`config.mk`:
```
export PLATFORM = sky130hd
export DESIGN_NAME = dcache_rd_arbiter
export DESIGN_NICKNAME = d
export VERILOG_FILES = /design/src/design/dcache_ooo_pkg.sv /design/src/design/dcache_axi_pkg.sv /design/src/design/dcache_rd_arbiter.sv
export VERILOG_INCLUDE_DIRS = /design/src /design/src/design
export SDC_FILE = /design/constraint.sdc
export NUM_CORES = 1
export LEC_CHECK = 0
export ABC_AREA = 0
export BUFFER_PORTS_ARGS = -buffer_cell sky130_fd_sc_hd__clkbuf_2
export CORE_MARGIN = 1.5
export CORE_UTILIZATION = 24
export CTS_CLUSTER_DIAMETER = 40
export DETAILED_ROUTE_END_ITERATION = 10
export HOLD_SLACK_MARGIN = 0.08
export PLACE_DENSITY = 0.81
export SLEW_MARGIN = 15
export SYNTH_ARGS = -nofsm -noshare
export SYNTH_HDL_FRONTEND = slang
export SYNTH_SLANG_ARGS = --single-unit
```
`constraint.sdc`:
```
create_clock -name aclk -period 3.3 [get_ports aclk]
set_input_delay 0.495 -clock aclk [delete_from_list [all_inputs] [get_ports aclk]]
set_output_delay 0.495 -clock aclk [all_outputs]
set_load 0.005 [all_outputs]
```
`src/design/dcache_config.svh`:
```
// Build-time sizing of the data cache read path
// DC_OSTD_NUM must be a power of two, and DC_TAG_W must equal its log2
`ifndef DCACHE_CONFIG_SVH
`define DCACHE_CONFIG_SVH

// Data bus width in bits
`define DC_XLEN      32

// Address width of the read-address channel
`define DC_ADDR_W    8

// AXI ID width, shared by original IDs and issued tags
`define DC_ID_W      8

// Outstanding read tags, and the index width that walks them
`define DC_OSTD_NUM  4
`define DC_TAG_W     2

// Marks the data cache as the owner of an issued tag on the bus
`define DC_ID_MASK   8'h20

`endif
```
`src/design/dcache_ooo_pkg.sv`:
```
// Status and control encodings of the out-of-order read tracker

package dcache_ooo_pkg;

    // Per-tag status, bit 0 is the reserve bit, bit 1 the complete bit
    // ILGL means a completion landed on a tag never issued
    typedef enum logic [1:0] {
        FREE = 2'b00,
        RSVD = 2'b01,
        ILGL = 2'b10,
        RCVD = 2'b11
    } tag_state_t;

    // Which requester holds priority at the arbiter
    typedef enum logic {
        GNT_IO  = 1'b0,
        GNT_BLK = 1'b1
    } grant_t;

endpackage

```
`src/design/dcache_axi_pkg.sv`:
```
// AXI-style read channel payloads, without the valid/ready pair
// Widths follow the config header; no burst or user fields

`include "dcache_config.svh"

package dcache_axi_pkg;

    ////////////////////////////////////////////////////////////
    // Read address channel
    ////////////////////////////////////////////////////////////

    // One read request as it travels on an AR channel
    typedef struct packed {
        logic [`DC_ADDR_W-1:0] addr;
        logic [`DC_ID_W-1:0]   id;
        // Bit 1 set marks an uncached I/O access
        logic [3:0]            cache;
    } rd_addr_t;

    ////////////////////////////////////////////////////////////
    // Read data channel
    ////////////////////////////////////////////////////////////

    // One single-beat read completion
    typedef struct packed {
        logic [`DC_ID_W-1:0] id;
        logic [1:0]          resp;
        logic [`DC_XLEN-1:0] data;
    } rd_data_t;

endpackage

```
`src/design/dcache_rd_arbiter.sv`:
```
// Combinational path from requesters to memory; only the priority is registered
// The issued id is always the tracker's next tag, never the original ID
`timescale 1ns/1ps

`include "dcache_config.svh"

module dcache_rd_arbiter
    import dcache_axi_pkg::*;
    import dcache_ooo_pkg::*;
(
    input  logic                aclk,
    input  logic                aresetn,
    // I/O fetcher requests
    input  logic                io_arvalid,
    output logic                io_arready,
    input  rd_addr_t            io_ar,
    // Block fetcher requests
    input  logic                blk_arvalid,
    output logic                blk_arready,
    input  rd_addr_t            blk_ar,
    // Merged channel toward memory
    output logic                mem_arvalid,
    input  logic                mem_arready,
    output rd_addr_t            mem_ar,
    // Tag offered by the tracker
    input  logic                tag_avlb,
    input  logic [`DC_ID_W-1:0] next_tag
);

    grant_t prio;
    grant_t win;
    logic   mem_fire;

    ////////////////////////////////////////////////////////////
    // Grant selection
    ////////////////////////////////////////////////////////////

    // I/O wins when it has priority or block is idle
    always_comb begin
        if (io_arvalid && (prio == GNT_IO || !blk_arvalid)) begin
            win = GNT_IO;
        end else begin
            win = GNT_BLK;
        end
    end

    // No free tag means nothing goes out
    assign mem_arvalid = tag_avlb && (io_arvalid || blk_arvalid);
    assign mem_fire    = mem_arvalid && mem_arready;

    assign io_arready  = mem_arvalid && mem_arready && (win == GNT_IO);
    assign blk_arready = mem_arvalid && mem_arready && (win == GNT_BLK);

    // Forward the winner, original ID swapped for the local tag
    always_comb begin
        mem_ar    = (win == GNT_IO) ? io_ar : blk_ar;
        mem_ar.id = next_tag;
    end

    ////////////////////////////////////////////////////////////
    // Priority register
    ////////////////////////////////////////////////////////////

    // Flip away from the winner on acceptance
    // While memory stalls, pin the current winner so mem_ar holds
    always_ff @(posedge aclk or negedge aresetn) begin
        if (!aresetn) begin
            prio <= GNT_IO;
        end else if (mem_fire) begin
            prio <= (win == GNT_IO) ? GNT_BLK : GNT_IO;
        end else if (mem_arvalid) begin
            prio <= win;
        end
    end

endmodule

```
* Word level (Yosys, flattened, before mapping)
Cells that the tools add are included.
Operators by class: add/subtract/negate cells 0, multipliers 0, div/mod/pow operators 0, magnitude comparators 0, equal/unequal tests 0, shift operators 0, muxes and demuxes 5, bitwise gates (word level) 1, reduce and logical (&&, ||, !) cells 9
Operators by type and width (count):
- 20-bit 2-to-1 mux | 1
- 1-bit logical AND | 5
- 1-bit 2-to-1 mux | 4
- 1-bit logical OR | 2
- 2-bit nonzero test | 1
- 1-bit zero test | 1
- 1-bit inverter | 1
Storage, ports and cells: register bits after elaboration 1, latch bits 0, bits in writable memories 0, ROM bits 0, output and inout bits 23, logic and storage cells 16, memories kept 0

* Depth between registers and ports, before layout
Gate-level depths: netlist of the first run.
word-level depth 6, depth in mapped cells 4, mapped depth without buffers 4

* Worst setup path before layout of the first run
No wires, ideal clock.
path type input -> output, start point input io_arvalid, end point output mem_ar[12] (netlist bit), arrival time 1190 ps, slack 1615 ps, stages on the path 3, buffers on the path 1, path through a21boi_4 > buf_12 > mux2_4
RTL lines:
- start, declared | line dcache_rd_arbiter.sv:14 | input logic io_arvalid,
- end, declared | line dcache_rd_arbiter.sv:24 | output rd_addr_t mem_ar,

==> results.toml, run 1 <==
[status]
status = "finished, final reports clean"

[sta]
worstMarginPinSlew_ns = 0.548
period_needed_ns = 2.08
fin_ws_ns = 1.22
setup_viol = 0
fin_crit_sh_pct = 62.9
hold_viol_final = 0
clock_skew_ns = 0
drv_slew = 0
fmaxAchievable_mhz = 482
rsz0062_at_grt = "false"
fin_tns_setup_ns = 0
max_slew_margin_pct = 63.4

[synthesis]
synth_seq_area_share_pct = 7.25
synth_cell_types = 11
synth-warning-count = 0
yosys-top-cells-area = "mux2_4 35%, buf_4 17%, mux2_2 13%, dfrtp_1 7.2%, ha_1 7.2%"
synth_top_family_by_area = "multiplexers"
syn_area_per_cell_sq_um = 11.5
netlist_area_sq_um = 345
synth_fa_ha_area_share_pct = 7.25
yosys.area_share.simple_pct = 1.81
muxShareOfSynthArea_pct = 50.7
synth_fp_nets = 86
synth-seq-cells = 1
postSynthCellCount = 30
synth.top_cell.area_share_pct = 34.8
synth_xor_area_share_pct = 0
yosysTopAreaCell = "mux2_4"
synth_compound_area_share_pct = 7.61

[drt]
wire_per_inst_microns = 9.85
drc = 0
wl_microns = 788
firstDrtPassIters = 3
vias_per_cell = 4.50
vias = 360
dr.first_iter.drc_count = 2
antenna_left = 0

[finish]
drive_above_1_share_pct = 87.7
fin_nets = 123
fin_area_sq_um = 504
largest_reg_flops = 1
area_delta_synth_final_pct = 46.0
final_util_pct = 38.3
layout_common_cells = "44 x clkbuf_2, 8 x mux2_4, 4 x mux2_2, 2 x inv_1, 2 x ha_1"
regMostFlops = "prio"
n_antenna_cell = 0
top_regs = "prio x1"
final_common_cell = "clkbuf_2"
fillers = 134

[placement]
gp_congestion = 0.631
pre_cts_ws_ns = 1.21
port-buffer-count = 44
dpl-instance-area_sq_um = 504
hpwl_microns = 735

[global_routing]
grt_pass1_wl_microns = 986
overflow = 0
grt_max_degree = 15
antenna_found_initial = 0
grt.total_usage_pct = 8.37
grt_pass1_vias = 265

[worst_setup_path]
cp-end-kind = "output pin"
crit_arrival_ns = 1.58
critical_path_class = "in2out"
worstPathRequired_ns = 2.80
startpoint_type = "input pin"
critPathMaxFanout = 14

[power_and_ir_drop]
cellPowerDensity_nw_per_um2 = 194
p_leak_nw = 0.318
finalPower_w = 0.0000976
peakVddDrop_mv = 0.0870

[floorplan]
pin_count = 77
initial_utilization_pct = 26.2
dieArea_sq_um = 1680
core_area_sq_um = 1320
die_h_microns = 40.9
die_w_microns = 40.9
rows = 13

[clocking]
clock_latency_ns = 0
post_cts_resize_count = 0
cts.clk_slew.worst_paths_ns = 0
hold_buffers = 0
cts_setup_buffers = 0

[min_path]
hp-class = "in2async"

[run]
maxCapViolCount = 0
-- worst paths after layout --
check / from / end / slack (ns) / cells past startpoint
min in group aclk: prio / prio / 0.56 / 2
max in group asynchronous: aresetn / prio / 2.94 / 1
min reg2reg: prio / prio / 0.56 / 2
min: aresetn / prio / 0.27 / 1
max: blk_arvalid / mem_ar[0] / 1.22 / 4
max reg2reg: prio / prio / 1.88 / 3
-- report_power, final --
| group | leakage (nW) | total (W) | internal [W] | switching [W] |
|---|---|---|---|---|
| logic | 0.306 | 0.0000792 | 0.0000508 | 0.0000284 |
| clock network | 0 | 0 | 0 | 0 |
| registers | 0.0111 | 0.0000184 | 0.0000154 | 0.00000298 |
| total | 0.318 | 0.0000976 | 0.0000662 | 0.0000314 |
-- through the flow --
| stage | hold slack [ns] | std cells |
|---|---|---|
| 2_1_floorplan | 0.199 | 30 |
| 3_3_place_gp | 0.271 | 80 |
| 3_5_place_dp | 0.272 | 80 |
| 4_1_cts | 0.272 | 80 |
| 5_1_grt | 0.278 | 80 |
| 6_report | 0.270 | 80 |
-- synth_stat cells --
| cell type | count |
|---|---|
| mux2_2 | 4 |
| mux2i_1 | 1 |
| a21boi_4 | 1 |
| and2_1 | 1 |
| inv_1 | 2 |
| buf_12 | 1 |
| mux2_4 | 8 |
| ha_1 | 2 |
| o21a_1 | 1 |
| buf_4 | 8 |
| dfrtp_1 | 1 |
-- area by class of cell --
cell class / count / area [sq um] / share of cell area [%]
well taps: 15 / 18.8 / 3.72
flip-flops and latches: 1 / 25.0 / 4.96
repair buffers: 44 / 220 / 43.7
multi-input cells: 18 / 233 / 46.2
inverters: 2 / 7.51 / 1.49
-- cell families (layout without fill, tap and decap cells) --
family	Yosys count	after routing
muxes	13	13
DFF	1	1
and+or+nand+nor	1	1
buffers and inverters	11	46
adders and majority gates	2	2
AOI/OAI and AO/OA	2	2
-- metal layers --
layer | vias up | GRT usage (%) | part of all wire, %
li1 | 165 | - | -
met1 | 156 | 7.37 | 32
met2 | 39 | 18.8 | 49
met3 | 0 | 1.63 | 19
met4 | 0 | 0.833 | 0
met5 | - | 0 | 0
-- critical path: stages --
cell and delay [ns]:
clkbuf_2 0.11, a21boi_4 0.47, mux2_2 0.40, clkbuf_2 0.11
No activity file was read; power rests on OpenSTA's default activity.
==> inputs of run 2 (changes only) <==
--- a/config.mk
+++ b/config.mk
@@ -6,14 +6,14 @@
 export SDC_FILE = /design/constraint.sdc
 export NUM_CORES = 1
 export LEC_CHECK = 0
-export ABC_AREA = 0
+export ABC_AREA = 1
 export BUFFER_PORTS_ARGS = -buffer_cell sky130_fd_sc_hd__clkbuf_2
 export CORE_MARGIN = 1.5
-export CORE_UTILIZATION = 24
+export CORE_UTILIZATION = 25
 export CTS_CLUSTER_DIAMETER = 40
 export DETAILED_ROUTE_END_ITERATION = 10
 export HOLD_SLACK_MARGIN = 0.08
-export PLACE_DENSITY = 0.81
+export PLACE_DENSITY = 0.77
 export SLEW_MARGIN = 15
 export SYNTH_ARGS = -nofsm -noshare
 export SYNTH_HDL_FRONTEND = slang
==> constraint.sdc (replaced) <==
create_clock -name aclk -period 1.95 [get_ports aclk]
set_input_delay 0.2925 -clock aclk [delete_from_list [all_inputs] [get_ports aclk]]
set_output_delay 0.2925 -clock aclk [all_outputs]
set_load 0.005 [all_outputs]
==> results.toml, run 2 <==
[status]
status = "finished, final reports clean"

[synthesis]
synth.most_common_cell = "inv_1"
yosysTopAreaCell = "o21ai_2"
syn_area_per_cell_sq_um = 6.38
postSynthCellCount = 63
synth_fp_nets = 119
synth.top_cell.area_share_pct = 26.2
synth-main-ff-cell = "dfrtp_1"
synth_top_family_by_area = "buffers and inverters"
synth_compound_area_share_pct = 27.4
ys_top_cells_by_count = "18 x inv_1, 15 x nand2_1, 12 x o21ai_2"
synth-warning-count = 0
synth_xor_area_share_pct = 0
synth-async-reset-ratio_pct = 100
synth_seq_area_share_pct = 6.23
yosys-top-cells-area = "o21ai_2 26%, inv_1 17%, buf_4 15%, nand2_1 14%, dfrtp_1 6.2%"
synth_cell_types = 13
synth-seq-cells = 1
muxShareOfSynthArea_pct = 0
synth_fa_ha_area_share_pct = 6.23
netlist_area_sq_um = 402
synth_edf_count = 0
yosys.area_share.simple_pct = 20.6

[power_and_ir_drop]
p_leak_nw = 0.400
peakVddDrop_mv = 0.116
p_clk_share_pct = 0
power.switching_w = 0.0000706
cellPowerDensity_nw_per_um2 = 289
pwr-share-seq_pct = 16.7
p_int_w = 0.0000913
switching_share_pct = 43.6
power.share.combinational_pct = 83.3

[floorplan]
initial_utilization_pct = 26.7
core_area_sq_um = 1510
pin_count = 77
rows = 14
die_h_microns = 43.1
die_w_microns = 43.1
dieArea_sq_um = 1860

[finish]
final_common_cell = "clkbuf_2"
final_util_pct = 37.2
multiInputGateArea_sq_um = 218
layout_common_cells = "44 x clkbuf_2, 18 x inv_1, 15 x nand2_1, 12 x o21ai_2, 2 x ha_1"
area_delta_synth_final_pct = 39.6
seq_area_sq_um = 25.0
fin_nets = 156
largest_reg_flops = 1
fillers = 175
top_regs = "prio x1"
drive_above_1_share_pct = 59.2
n_antenna_cell = 0
regMostFlops = "prio"

[global_routing]
antenna_found_initial = 0
grt_max_degree = 27
grt_pass1_wl_microns = 1370
overflow = 0
grt.total_usage_pct = 8.89
grt_pass1_vias = 402

[sta]
rsz0062_at_grt = "false"
clock_skew_ns = 0
whs_ns = 0.483
setup_viol = 0
fin_tns_setup_ns = 0
drv_slew = 0
worstMarginPinSlew_ns = 0.351
fmaxAchievable_mhz = 707
fin_crit_sh_pct = 72.6
fin_ws_ns = 0.535
period_needed_ns = 1.42
max_slew_margin_pct = 76.4
hold_viol_final = 0

[worst_setup_path]
critPathMaxFanout = 3
critical_path_class = "in2out"
worstPathRequired_ns = 1.66
cp-end-kind = "output pin"
crit_arrival_ns = 1.12
startpoint_type = "input pin"

[drt]
vias_per_cell = 4.02
drt-met1-wl_microns = 309
vias = 458
wl_microns = 854
drc = 0
wl_met3_microns = 117
dr.max_layer_used = "met3"
wire_per_inst_microns = 7.49
met2_length_microns = 428
antenna_left = 0
dr.first_iter.drc_count = 4
firstDrtPassIters = 4

[clocking]
cts_setup_buffers = 0
clock_latency_ns = 0
cts.clk_slew.worst_paths_ns = 0

[placement]
pre_cts_ws_ns = 0.536
port-buffer-count = 44
hpwl_microns = 745
gp_congestion = 0.665

[run]
maxCapViolCount = 0

[min_path]
hp-class = "reg2reg"
## run 2: repair_timing
action / in CTS / in global routing
hold buffers: 1 / 0
gates resized for setup: 0 / 0
endpoints found under the hold margin: 1 / 0
## run 2: final timing paths
check	start	endpoint	slack [ns]	cells after the start
max	io_arvalid	io_arready	0.53	5
min	prio	prio	0.48	2
max reg2reg	prio	prio	0.66	7
min reg2reg	prio	prio	0.48	2
max in group asynchronous	aresetn	prio	1.25	2
min in group asynchronous	aresetn	prio	0.62	2
## run 2: routing by layer
| layer | vias to the layer above | track usage, % |
|---|---|---|
| met5 | - | 0 |
| met4 | 0 | 0.606 |
| met3 | 0 | 0 |
| met2 | 30 | 19.7 |
| met1 | 181 | 9.16 |
| li1 | 247 | - |
## run 2: per-stage QoR
step	power (W)	instances	cell area [sq um]
floorplan	0.000124	63	402
finish	0.000162	114	561
global placement	0.000158	113	551
CTS	0.000165	114	561
global route	0.000180	114	561
detailed placement	0.000162	113	551
## run 2: area by class of cell
class / instances / area share (%)
timing repair buffer: 45 / 41.1
multi-input combinational: 34 / 38.8
inverter: 18 / 12.1
tap: 16 / 3.57
sequential: 1 / 4.46
## run 2: kinds of logic (layout without fill, tap and decap cells)
group | Yosys count | count (layout)
buf+inv | 28 | 63
fa+ha+maj | 2 | 2
simple gates | 19 | 19
compound gates | 13 | 13
flops | 1 | 1
## run 2: power groups by stage
stage	combinational, W	clock (W)	sequential, W
after floorplan	0.0000975	0	0.0000266
after CTS	0.000137	0	0.0000272
after global routing	0.000153	0	0.0000276
after global placement	0.000131	0	0.0000270
after detailed placement	0.000135	0	0.0000272
final	0.000135	0	0.0000271
## run 2: critical path, stage by stage
cell and delay [ns]:
clkbuf_2 0.11, o21ai_0 0.31, nor2_1 0.11, ha_1 0.19
clkbuf_2 0.11
==> inputs of run 3 (changes only) <==
--- a/config.mk
+++ b/config.mk
@@ -9,11 +9,11 @@
 export ABC_AREA = 1
 export BUFFER_PORTS_ARGS = -buffer_cell sky130_fd_sc_hd__clkbuf_2
 export CORE_MARGIN = 1.5
-export CORE_UTILIZATION = 25
+export CORE_UTILIZATION = 22
 export CTS_CLUSTER_DIAMETER = 40
 export DETAILED_ROUTE_END_ITERATION = 10
 export HOLD_SLACK_MARGIN = 0.08
-export PLACE_DENSITY = 0.77
+export PLACE_DENSITY = 0.72
 export SLEW_MARGIN = 15
 export SYNTH_ARGS = -nofsm -noshare
 export SYNTH_HDL_FRONTEND = slang
==> constraint.sdc (replaced) <==
create_clock -name aclk -period 1.15 [get_ports aclk]
set_input_delay 0.1725 -clock aclk [delete_from_list [all_inputs] [get_ports aclk]]
set_output_delay 0.1725 -clock aclk [all_outputs]
set_load 0.005 [all_outputs]
==> results.toml, run 3 (synthesized netlist as in run 2, its figures left out) <==
[sta]
drv_slew = 0
setup_viol = 0
fmaxAchievable_mhz = 881
rsz0062_at_grt = "true"
fin_ws_ns = 0.0153
fin_tns_setup_ns = 0
whs_ns = 0.345
worstMarginPinSlew_ns = 0.187
max_slew_margin_pct = 87.6
clock_skew_ns = 0
fin_crit_sh_pct = 98.7
hold_viol_final = 0
period_needed_ns = 1.13

[placement]
port-buffer-count = 44
gp_congestion = 0.640
hpwl_microns = 883
pre_cts_ws_ns = -0.140
place_inst = 126

[finish]
area_delta_synth_final_pct = 84.1
final_common_cell = "clkbuf_2"
largest_reg_flops = 1
instances_no_fill = 129
regMostFlops = "prio"
fin_nets = 162
n_antenna_cell = 0
drive_above_1_share_pct = 69.2
top_regs = "prio x1"
layout_common_cells = "32 x clkbuf_2, 16 x inv_1, 13 x nand2_1, 12 x o21ai_2, 11 x buf_2"

[clocking]
clock_latency_ns = 0
cts_setup_buffers = 0
cts.clk_slew.worst_paths_ns = 0

[floorplan]
rows = 15
pin_count = 77
die_w_microns = 45.7
die_h_microns = 45.7
core_area_sq_um = 1730
initial_utilization_pct = 23.3
dieArea_sq_um = 2090

[drt]
antenna_left = 0
vias = 505
firstDrtPassIters = 1
vias_per_cell = 3.91
drc = 0
wl_microns = 1030
wire_per_inst_microns = 7.97
dr.first_iter.drc_count = 0

[worst_setup_path]
critical_path_class = "reg2out"
slowest_stage = "dfrtp_1"
cp-end-kind = "output pin"
cp_slowest_stage_delay_ns = 0.38
cp_cell_sequence = "nand2_4 > nand2_8 > clkbuf_16 > o21ai_4 > buf_2"
worstPathRequired_ns = 0.98
critPathMaxFanout = 6
startpoint_type = "flip-flop"
crit_arrival_ns = 0.96

[power_and_ir_drop]
power.share.combinational_pct = 87.5
peakVddDrop_mv = 0.387
p_clk_share_pct = 0
pwr-share-seq_pct = 12.5
switching_share_pct = 40.2
p_int_w = 0.000229
power.switching_w = 0.000154
cellPowerDensity_nw_per_um2 = 517
finalPower_w = 0.000383
p_leak_nw = 0.463

[run]
maxCapViolCount = 0

[global_routing]
overflow = 0
antenna_found_initial = 0
use_met3_pct = 0
grt_max_degree = 13
use_met1_pct = 8.96
grt_use_met2_pct = 19.4
top_usage_layer = "met2"
grt.total_usage_pct = 8.62
grt_pass1_vias = 400
grt_pass1_wl_microns = 1440

[min_path]
hp-class = "in2out"

[status]
status = "finished, final reports clean"
## run 3: critical path: cells and delay by family, from the launching register on
kind	cells	cell delay, ns
simple gates	2	0.17
compound gates	1	0.11
buf+inv	2	0.29
flops	1	0.38
## run 3: final timing paths
kind	startpoint	end	slack (ns)	depth (start not counted)
min in group asynchronous	aresetn	prio	0.49	2
max in group asynchronous	aresetn	prio	0.58	2
worst min-delay path	next_tag[6]	mem_ar[10]	0.35	0
worst min register to register	prio	prio	0.54	2
worst max-delay path	prio	mem_ar[16]	0.02	5
worst max register to register	prio	prio	0.06	7
## run 3: per-layer routing
metal / share of wire, % / up-vias
met1: 36 / 225
li1: - / 260
met3: 8.2 / 0
met5: 0 / -
met2: 56 / 20
met4: 0 / 0
## run 3: layout make-up
| cell class | instances | area [sq um] |
|---|---|---|
| inverters | 18 | 70.1 |
| well taps | 25 | 31.3 |
| fillers | 175 | 987 |
| multi-input cells | 34 | 268 |
| flip-flops and latches | 1 | 25.0 |
| repair buffers | 51 | 345 |
## run 3: power by group through the flow
stage               sequential (W)  combinational (W)  clock, W
floorplan                0.0000452           0.000180         0
global placement         0.0000458           0.000270         0
detailed placement       0.0000459           0.000281         0
CTS                      0.0000459           0.000287         0
global route             0.0000485           0.000371         0
finish                   0.0000480           0.000335         0
## run 3: per-stage QoR
stage / instance area (sq um) / util, %
after floorplan: 425 / -
after global placement: 637 / 36.9
after detailed placement: 637 / 36.9
after CTS: 651 / 37.7
after global routing: 739 / 42.8
final: 739 / 42.8
## run 3: what timing repair did
item / CTS / global route
gates cloned: 0 / 2
endpoints found under the hold margin: 1 / 0
pin swaps: 0 / 3
hold buffers: 1 / 0
resized for setup: 2 / 21
setup endpoints to repair: 3 / 13
